<file path="src/hdl/cpuPkg.sv">
package cpuPkg;

    localparam int dataWidth = 16;
    localparam int regCount = 16;
    localparam int regAddrWidth = 4;
    localparam int memAddrWidth = 8;
    localparam int lsuFifoDepth = 4;
    localparam int lsuPtrWidth = $clog2(lsuFifoDepth);

    typedef logic [dataWidth-1:0] word_t;
    typedef logic [regAddrWidth-1:0] regAddr_t;

    // Major opcode in instruction bits 15..12, codes 14 and 15 act as NOP
    typedef enum logic [3:0] {
        NOP  = 4'd0,
        ADD  = 4'd1,
        SUB  = 4'd2,
        AND  = 4'd3,
        OR   = 4'd4,
        XOR  = 4'd5,
        SHL  = 4'd6,
        SHR  = 4'd7,
        LI   = 4'd8,
        LUI  = 4'd9,
        LD   = 4'd10,
        ST   = 4'd11,
        BEQZ = 4'd12,
        JAL  = 4'd13
    } opcode_t;

    // Operand B already carries the immediate where the opcode has one
    typedef struct packed {
        opcode_t  op;
        regAddr_t rd;
        logic     writeEn;
        word_t    a;
        word_t    b;
        logic     isBranch;
        logic     isJal;
        word_t    pc;
    } decoded_t;

    typedef struct packed {
        logic                    isStore;
        logic [memAddrWidth-1:0] addr;
        word_t                   storeData;
        regAddr_t                rd;
    } lsuReq_t;

    typedef struct packed {
        logic     valid;
        regAddr_t addr;
        word_t    data;
    } regWrite_t;

    typedef struct packed {
        logic  resolved;
        logic  taken;
        word_t target;
    } redirect_t;

endpackage

</file>
<file path="src/hdl/fetchUnit.sv">
module fetchUnit (
    input  logic              clk,
    input  logic              rst,
    input  logic              run,
    input  logic              stall,
    input  cpuPkg::redirect_t redirect,
    output cpuPkg::word_t     instrAddr,
    output logic              fetchValid,
    output cpuPkg::word_t     fetchPc
);

    logic request;
    logic redirectTaken;
    logic reqValid;

    assign redirectTaken = redirect.resolved && redirect.taken;

    // A taken redirect wins, the old address is never requested
    assign request = run && !stall && !redirectTaken;

    always_ff @(posedge clk) begin
        if (rst) begin
            instrAddr <= '0;
            reqValid <= 1'b0;
        end else begin
            reqValid <= request;
            if (redirectTaken) begin
                instrAddr <= redirect.target;
            end else if (request) begin
                instrAddr <= instrAddr + cpuPkg::word_t'(1);
            end
        end
    end

    // Address of the word that shows up on instr next cycle
    always_ff @(posedge clk) begin
        fetchPc <= instrAddr;
    end

    // Cycles without a request deliver nothing
    assign fetchValid = reqValid;

endmodule

</file>
<file path="config.mk">
export PLATFORM = sky130hd
export DESIGN_NAME = fetchUnit
export DESIGN_NICKNAME = d
export VERILOG_FILES = /design/src/hdl/cpuPkg.sv /design/src/hdl/fetchUnit.sv
export SDC_FILE = /design/constraint.sdc
export NUM_CORES = 1
export LEC_CHECK = 0
export BUFFER_PORTS_ARGS = -buffer_cell sky130_fd_sc_hd__buf_2
export CAP_MARGIN = 20
export CORE_MARGIN = 2
export CORE_UTILIZATION = 45
export DETAILED_ROUTE_END_ITERATION = 7
export GPL_ROUTABILITY_DRIVEN = 1
export MAX_ROUTING_LAYER = met4
export PLACE_DENSITY = 0.78
export SYNTH_ARGS = -nofsm -noshare
export SYNTH_HDL_FRONTEND = slang
export SYNTH_SLANG_ARGS = --single-unit
</file>
<file path="constraint.sdc">
create_clock -name clk -period 3.3 [get_ports clk]
set_input_delay 0.495 -clock clk [delete_from_list [all_inputs] [get_ports clk]]
set_output_delay 0.495 -clock clk [all_outputs]
set_load 0.05 [all_outputs]
</file>
==> results of run 1 <==
==> sequential cells by signal (all words and copies together) (netlist names) <==
signal      flops
instrAddr      16
fetchPc        16
fetchValid      1
==> worst max path at each step <==
| stage | startpoint | end | slack [ps] | cells after the start |
|---|---|---|---|---|
| finish | instrAddr[3] | instrAddr[3] | 1620 | 1 |
| global route | instrAddr[0] | instrAddr[10] | 1520 | 5 |
| CTS | instrAddr[0] | instrAddr[6] | 1610 | 4 |
| detailed placement | redirect[16] | instrAddr[6] | 1520 | 4 |
| global placement | redirect[16] | instrAddr[3] | 1640 | 4 |
| floorplan | instrAddr[0] | instrAddr[6] | 1470 | 4 |
==> routing by layer <==
| layer | up-vias | routed length (µm) |
|---|---|---|
| li1 | 542 | - |
| met1 | 510 | 1110 |
| met2 | 29 | 1260 |
| met3 | 4 | 182 |
| met4 | 0 | 44 |
| met5 | - | 0 |
==> placed cells by master, fill, tap and decap left out, drive strengths merged <==
| cell type | instances |
|---|---|
| nand3b | 2 |
| nand3 | 3 |
| mux2i | 1 |
| a311oi | 2 |
| nand2b | 1 |
| xnor2 | 10 |
| buf | 54 |
| nor4 | 5 |
| nor3 | 4 |
| ha | 1 |
| nand2 | 5 |
| nor3b | 1 |
| a31oi | 1 |
| dfxtp | 33 |
| o21ai | 2 |
| nand4b | 1 |
| a31o | 1 |
| or3 | 2 |
| nand4 | 4 |
| o21bai | 1 |
| xor2 | 2 |
| inv | 3 |
| clkbuf | 7 |
| a211oi | 13 |
| nor2 | 17 |
==> kinds of logic (layout without fill, tap and decap cells) <==
logic type,after synthesis,in the layout,share of synthesized area [%]
AND/OR/NAND/NOR,45,45,23.9
adder cells (fa/ha/maj),1,1,0.986
buffers and inverters,8,64,2.37
flip-flops,33,33,52.1
AO/OA/AOI/OAI,20,20,11.6
XOR/XNOR,12,12,8.28
multiplexers,1,1,0.789
==> cell type report <==
type,instances,share of cell area (%)
clock buffer,7,3.41
inverter,3,0.698
multi-input combinational,79,35.8
sequential,33,40.9
tap,31,2.40
timing repair buffer,54,16.7
==> power by group through the flow <==
stage	registers, µW	logic (µW)	clock network (µW)
after floorplan	555	36.5	0
after global placement	459	177	0
after detailed placement	461	179	0
after CTS	451	180	233
after global routing	455	187	249
final	451	178	226
==> metrics by stage <==
| step | total power (µW) | cell area (µm²) | hold slack [ps] | util (%) | worst slack (ps) |
|---|---|---|---|---|---|
| after global placement | 636 | 1560 | 358 | 57.5 | 1640 |
| after detailed placement | 640 | 1560 | 369 | 57.5 | 1520 |
| after CTS | 864 | 1610 | 381 | 59.6 | 1610 |
| after global routing | 891 | 1610 | 392 | 59.6 | 1520 |
| after floorplan | 592 | 1270 | 601 | - | 1470 |
| final | 856 | 1610 | 379 | 59.6 | 1620 |
==> results.toml, run 1 <==
[route]
drt-pass1-iter-count = 4
wl_per_cell_um = 12.5
via_count = 1085
drtIter0Drc = 13
vias_per_cell = 5.24
drc = 0
drt_wl_total_um = 2590
ant_nets = 0

[sta]
maxClockFrequency_mhz = 595
slew_viol_final = 0
hold_viol_final = 0
grt_setup_unrepaired = "no"
fin_setup_tns_ps = 0
fin_worst_skew_ps = 7.45
fin_crit_sh_pct = 50.9
max_slew_margin_pct = 32.7
tightest_slew_ps = 1010
setup-violations-final = 0
fin_crit_ps = 1680

[cells_and_area]
final_layout_size_suffix_gt1_share_pct = 39.8
n_antenna_cell = 0
fin_nets = 199
seq_area_um2 = 661
area_growth_pct = 27.2
layout.cells.non_filler = 207
nFillCells = 245
multi_input_area_um2 = 578

[clocking]
post_cts_resized = 0
post_cts_buffers = 0
clk_pin_slew_worst_paths_ps = 100
cts_tree = "built"
hold_buffers = 0
clk_latency_ps = 330
cts-root-buf = "clkbuf_4"
cts_made_buffers = 5
clk_path_buf_depth = 2
cts-htree-levels = 2
cts_sinks = 33

[synth]
synth_most_common_cell = "dfxtp_1"
synth_area_um2 = 1270
synth-edff-count = 0
avgSynthCellArea_um2 = 10.6
yosysWarnings = 0
synthFlopType = "dfxtp_1"
netlist_top_cells_area = "dfxtp_1, a211oi_1, xnor2_1, nor2_1, nor4_2"
yosysTopAreaCell = "dfxtp_1"
ys_types = 28
ys_ff_latch = 33
ys_seq_area_share_pct = 52.1
synth_top_area_share_pct = 52.1
syn_nets = 143
async_reset_ff_share_pct = 0
synthCells = 120
synthTopCellsByCount = "dfxtp_1, nor2_1, a211oi_1"

[pwr]
p_leak_uw = 0.000701
powerDensity_nw_per_um2 = 530
p_sw_uw = 284
ir_drop_v = 0.000334
clkPwrFrac_pct = 26.4
swShare_pct = 33.1
power_frac_seq_pct = 52.7
p_comb_share_pct = 20.8
internal-power_uw = 572

[die]
num_rows = 19
die-area_um2 = 3260
die_w_um = 57.1
die_h_um = 57.1
start_util_pct = 46.8
io_pins = 55
core_region_area_um2 = 2710

[grt]
antenna_found_initial = 0
grt_pass1_vias = 920
top_usage_layer = "met2"
grt_util_met3_pct = 6.80
grt_pass1_wl_um = 4150
grt_usage_pct = 17.1
use_met2_pct = 26.4
overflow = 0
grt_max_degree = 34
use_met1_pct = 19.5

[worst_setup_path]
rr_endpoint = "instrAddr[6]"
end_kind = "output pin"
start_kind = "register"
worst_ep_arrival_time_ps = 1180
worstPathRequired_ps = 2800
slowest_delay_ps = 520
critPathSlowestCell = "dfxtp_1"
rrSetupSlack_ps = 1630
crit_chain = "buf_2"
crit_buf_inv = 1
reg2reg_depth = 4
cp_top_family = "flip-flops"
critPathKind = "register to output pin"
worst-path-max-fanout = 8
worstReg2RegStart = "instrAddr[0]"

[hold_path]
hold_start = "instrAddr[15]"
whs_endpoint = "fetchPc[15]"
hold_class = "register to register"
hold_depth = 0

[flow_run]
max_cap_violations = 0

[placement]
dpl.hpwl_um = 1880
routabilityCongestion = 0.761
io_buffer_count = 54
dp.cells = 200

[run_status]
run_status = "finished clean"
(Power assumes the default switching activity.)
==> run 2: changes to the inputs <==
CORE_UTILIZATION = 41   (was 45)
PLACE_DENSITY = 0.75   (was 0.78)
clock period = 1.4 ns   (was 3.3 ns; I/O delays follow)
==> results.toml, run 2 (synthesized netlist as in run 1, its figures left out) <==
[run_status]
run_status = "complete, but fails checks"
violations = "setup timing"

[cells_and_area]
most-common-layout-cells = "buf_2, dfxtp_1, nor2_1"
multi_input_area_um2 = 694
final_common_cell = "buf_2"
n_antenna_cell = 0
final_layout_size_suffix_gt1_share_pct = 54.6
area_growth_pct = 46.5
nFillCells = 255
fin_nets = 207
seq_area_um2 = 693
layout.cells.non_filler = 218

[route]
vias_per_cell = 5.23
drtIter0Drc = 22
drc = 0
via_count = 1140
ant_nets = 0
drt-pass1-iter-count = 4
drt_wl_total_um = 3180
wl_per_cell_um = 14.6

[hold_path]
hold_class = "primary input to register"
hold_start = "redirect[5]"
hold_depth = 3
whs_endpoint = "instrAddr[5]"

[sta]
maxClockFrequency_mhz = 689
max_slew_margin_pct = 77.3
grt_setup_unrepaired = "yes"
hold_viol_final = 0
worst_slack_ps = -51.8
fin_worst_skew_ps = 5.50
fin_setup_tns_ps = -102
setup-violations-final = 3
slew_viol_final = 0
fin_crit_sh_pct = 104
fin_crit_ps = 1450
tightest_slew_ps = 341

[placement]
io_buffer_count = 54
place_ws_ps = -39.9
dp.cells = 205
routabilityCongestion = 0.830
dpl.hpwl_um = 2000

[pwr]
powerDensity_nw_per_um2 = 1120
clkPwrFrac_pct = 26.7
ir_drop_v = 0.000535
p_leak_uw = 0.000901
internal-power_uw = 1370
power_frac_seq_pct = 51.2
swShare_pct = 34.3
p_comb_share_pct = 22.1
p_sw_uw = 714

[worst_setup_path]
worstReg2RegStart = "instrAddr[0]"
start_kind = "register"
rrSetupSlack_ps = -50
worst_ep_arrival_time_ps = 1710
reg2reg_depth = 6
worst-path-max-fanout = 4
rr_endpoint = "instrAddr[14]"
worstPathRequired_ps = 1660
critPathKind = "register to register"
end_kind = "register"

[die]
num_rows = 20
core_region_area_um2 = 3000
die_h_um = 59.6
start_util_pct = 42.3
die_w_um = 59.6
die-area_um2 = 3560
io_pins = 55

[clocking]
cts_tree = "built"
cts-root-buf = "clkbuf_4"
hold_buffers = 0
cts-htree-levels = 2
clk_pin_slew_worst_paths_ps = 100
cts_sinks = 33
cts_made_buffers = 5
clk_path_buf_depth = 2
clk_latency_ps = 340

[grt]
grt_usage_pct = 18.2
antenna_found_initial = 0
grt_pass1_vias = 1092
grt_pass1_wl_um = 4660
grt_max_degree = 34
overflow = 0

[flow_run]
max_cap_violations = 0
-- run 2: changes by cell type in the layout (fill, tap and decap cells not counted), sizes merged --
cell | previous run | this run
buf | 54 | 62
clkbuf | 7 | 6
clkinv | 0 | 2
-- run 2: worst max path at each step --
stage,start,to,slack [ps]
3_5_place_dp,instrAddr[0],instrAddr[6],-40
4_1_cts,instrAddr[0],instrAddr[6],6
6_report,instrAddr[0],instrAddr[14],-50
2_1_floorplan,instrAddr[0],instrAddr[6],-70
5_1_grt,instrAddr[0],instrAddr[14],-180
3_3_place_gp,instrAddr[0],instrAddr[6],30
-- run 2: final cells by class --
type	count	share of cell area, %
Tap cell	33	2.22
Clock inverter	2	0.471
Clock buffer	6	2.76
Multi-Input combinational cell	79	37.3
Timing Repair Buffer	62	19.3
Sequential cell	33	37.3
Inverter	3	0.606
-- run 2: power groups by stage --
stage / Combinational [µW] / Clock [µW] / Sequential (µW)
6_report: 460 / 556 / 1070
5_1_grt: 486 / 602 / 1070
4_1_cts: 447 / 557 / 1070
3_5_place_dp: 445 / 0 / 1090
3_3_place_gp: 443 / 0 / 1080
2_1_floorplan: 87.5 / 0 / 1310
-- run 2: layer usage --
layer,wire [µm],global-route usage (%)
met4,60,8.57
met2,1690,31.1
met5,0,-
met3,165,6.33
met1,1260,18.4
-- run 2: repair_timing --
action / CTS / global route
pin swaps: 2 / 10
resized for setup: 2 / 17
cloned: 0 / 0
setup endpoints to repair: 2 / 12
setup buffers: 2 / 3
-- run 2: worst max-delay path, cell delays in order, from the launching register on --
cell and delay (ps):
dfxtp_4 370, ha_4 130, nand4b_1 180, buf_4 210, nor4_4 170, xnor2_1 110
a211oi_1 200
-- run 2: through the flow --
stage	utilization [%]	total power, µW	cell area, µm²	hold WS (ps)
floorplan	-	1400	1310	383
global placement	54.6	1520	1640	354
detailed placement	54.6	1530	1640	363
CTS	57.4	2070	1720	142
global route	61.9	2160	1860	147
finish	61.9	2080	1860	137
==> run 3: changes to the inputs <==
CELL_PAD_IN_SITES_DETAIL_PLACEMENT = 0   (was not set)
CELL_PAD_IN_SITES_GLOBAL_PLACEMENT = 1   (was not set)
CORE_UTILIZATION = 31   (was 41)
MAX_ROUTING_LAYER = not set   (was met4)
PLACE_DENSITY = 0.76   (was 0.75)
==> results.toml, run 3 (synthesized netlist as in run 1, its figures left out) <==
[cells_and_area]
n_antenna_cell = 0
most-common-layout-cells = "buf_2, dfxtp_1, nor2_1"
final_layout_size_suffix_gt1_share_pct = 51.6
final_common_cell = "buf_2"
area_growth_pct = 45.5
nFillCells = 395
layout.cells.non_filler = 236
fin_nets = 208

[sta]
tightest_slew_ps = 365
setup-violations-final = 0
grt_setup_unrepaired = "yes"
maxClockFrequency_mhz = 731
fin_setup_tns_ps = 0
holdWs_ps = 200
fin_crit_sh_pct = 97.7
max_slew_margin_pct = 75.7
hold_viol_final = 0
fin_worst_skew_ps = 7.78
fin_crit_ps = 1370
slew_viol_final = 0

[pwr]
p_leak_uw = 0.000839
powerDensity_nw_per_um2 = 1190
ir_drop_v = 0.000417

[worst_setup_path]
crit_chain = "ha_4, nand4b_1, buf_4, nor3_1, xnor2_1, a211oi_1"
worst_ep_arrival_time_ps = 1550
critPathSlowestCell = "dfxtp_4"
worstReg2RegStart = "instrAddr[0]"
end_kind = "register"
reg2reg_depth = 6
cp_top_family = "flip-flops"
critPathKind = "register to register"
rrSetupSlack_ps = 30
rr_endpoint = "instrAddr[8]"
start_kind = "register"
worst-path-max-fanout = 5
worstPathRequired_ps = 1580
crit_buf_inv = 1
slowest_delay_ps = 360

[route]
drt_wl_total_um = 3030
drc = 0
ant_nets = 0
drt-pass1-iter-count = 4
drtIter0Drc = 30
vias_per_cell = 4.59
wl_per_cell_um = 12.8
via_count = 1084

[clocking]
cts_sinks = 33
clk_latency_ps = 280
clk_pin_slew_worst_paths_ps = 60
hold_buffers = 0
cts-htree-levels = 2
cts_tree = "built"
cts_made_buffers = 5
cts-root-buf = "clkbuf_8"
clk_path_buf_depth = 2

[die]
core_region_area_um2 = 3970
start_util_pct = 31.9
io_pins = 55
num_rows = 23
die_h_um = 68.0
die-area_um2 = 4620
die_w_um = 68.0

[run_status]
run_status = "finished clean"

[placement]
dp.cells = 224
io_buffer_count = 54
dpl.hpwl_um = 2260
routabilityCongestion = 0.733

[grt]
overflow = 0
grt_usage_pct = 14.0
grt_pass1_wl_um = 4720
antenna_found_initial = 0
grt_max_degree = 34
grt_pass1_vias = 1051

[hold_path]
hold_depth = 3
hold_start = "redirect[2]"
hold_class = "primary input to register"
whs_endpoint = "instrAddr[2]"

[flow_run]
max_cap_violations = 0
-- run 3: cell count changes in the layout (fill, tap and decap cells not counted), sizes merged --
| cell | delta |
|---|---|
| clkinv | -2 |
| clkbuf | +2 |
| buf | +1 |
-- run 3: where the power goes --
group | switching [µW] | internal (µW) | leakage (µW)
Clock | 309 | 352 | 0.0000395
Combinational | 333 | 132 | 0.000519
Sequential | 57.2 | 1000 | 0.000280
Total | 700 | 1490 | 0.000839
-- run 3: what timing repair did --
item,CTS,global route
gates resized for setup,0,12
setup endpoints to repair,0,11
buffers inserted,0,4
-- run 3: final cells by class --
class,instances,area [µm²],share of cell area [%]
multi-input cells,79,641,34.7
flip-flops and latches,33,701,38.0
clock buffers,8,80.1,4.34
inverters,3,11.3,0.610
well taps,50,62.6,3.39
repair buffers,63,350,19.0
-- run 3: tightest hold or removal path, delay by kind of cell --
| family | cells | cell delay (ps) |
|---|---|---|
| buf+inv | 1 | 90 |
| simple gates | 1 | 90 |
| compound gates | 1 | 50 |
-- run 3: per-stage QoR --
step | worst slack, ps | utilization, % | cell area [µm²] | total power [µW]
6_report | 32.1 | 46.5 | 1850 | 2190
4_1_cts | 11.1 | 44.2 | 1760 | 2210
3_5_place_dp | 33.1 | 42.2 | 1680 | 1540
2_1_floorplan | -67.1 | - | 1310 | 1400
5_1_grt | -87.6 | 46.5 | 1850 | 2280
3_3_place_gp | 76.5 | 42.2 | 1680 | 1530
-- run 3: worst max-delay path by stage --
| stage | start | endpoint | depth (start not counted) | slack (ps) |
|---|---|---|---|---|
| 2_1_floorplan | instrAddr[0] | instrAddr[6] | 4 | -70 |
| 5_1_grt | instrAddr[3] | instrAddr[9] | 4 | -90 |
| 3_5_place_dp | instrAddr[0] | instrAddr[8] | 6 | 30 |
| 4_1_cts | instrAddr[0] | instrAddr[8] | 6 | 10 |
| 3_3_place_gp | instrAddr[0] | instrAddr[10] | 6 | 80 |
| 6_report | instrAddr[0] | instrAddr[8] | 6 | 30 |
-- run 3: layer usage --
| layer | global-route usage [%] | up-vias | share of wire, % | wire (µm) |
|---|---|---|---|---|
| li1 | - | 558 | - | - |
| met1 | 14.6 | 493 | 40 | 1220 |
| met2 | 24.9 | 30 | 53 | 1600 |
| met3 | 5.43 | 3 | 6.0 | 181 |
| met4 | 6.00 | 0 | 1.0 | 31 |
| met5 | 0 | - | 0 | 0 |
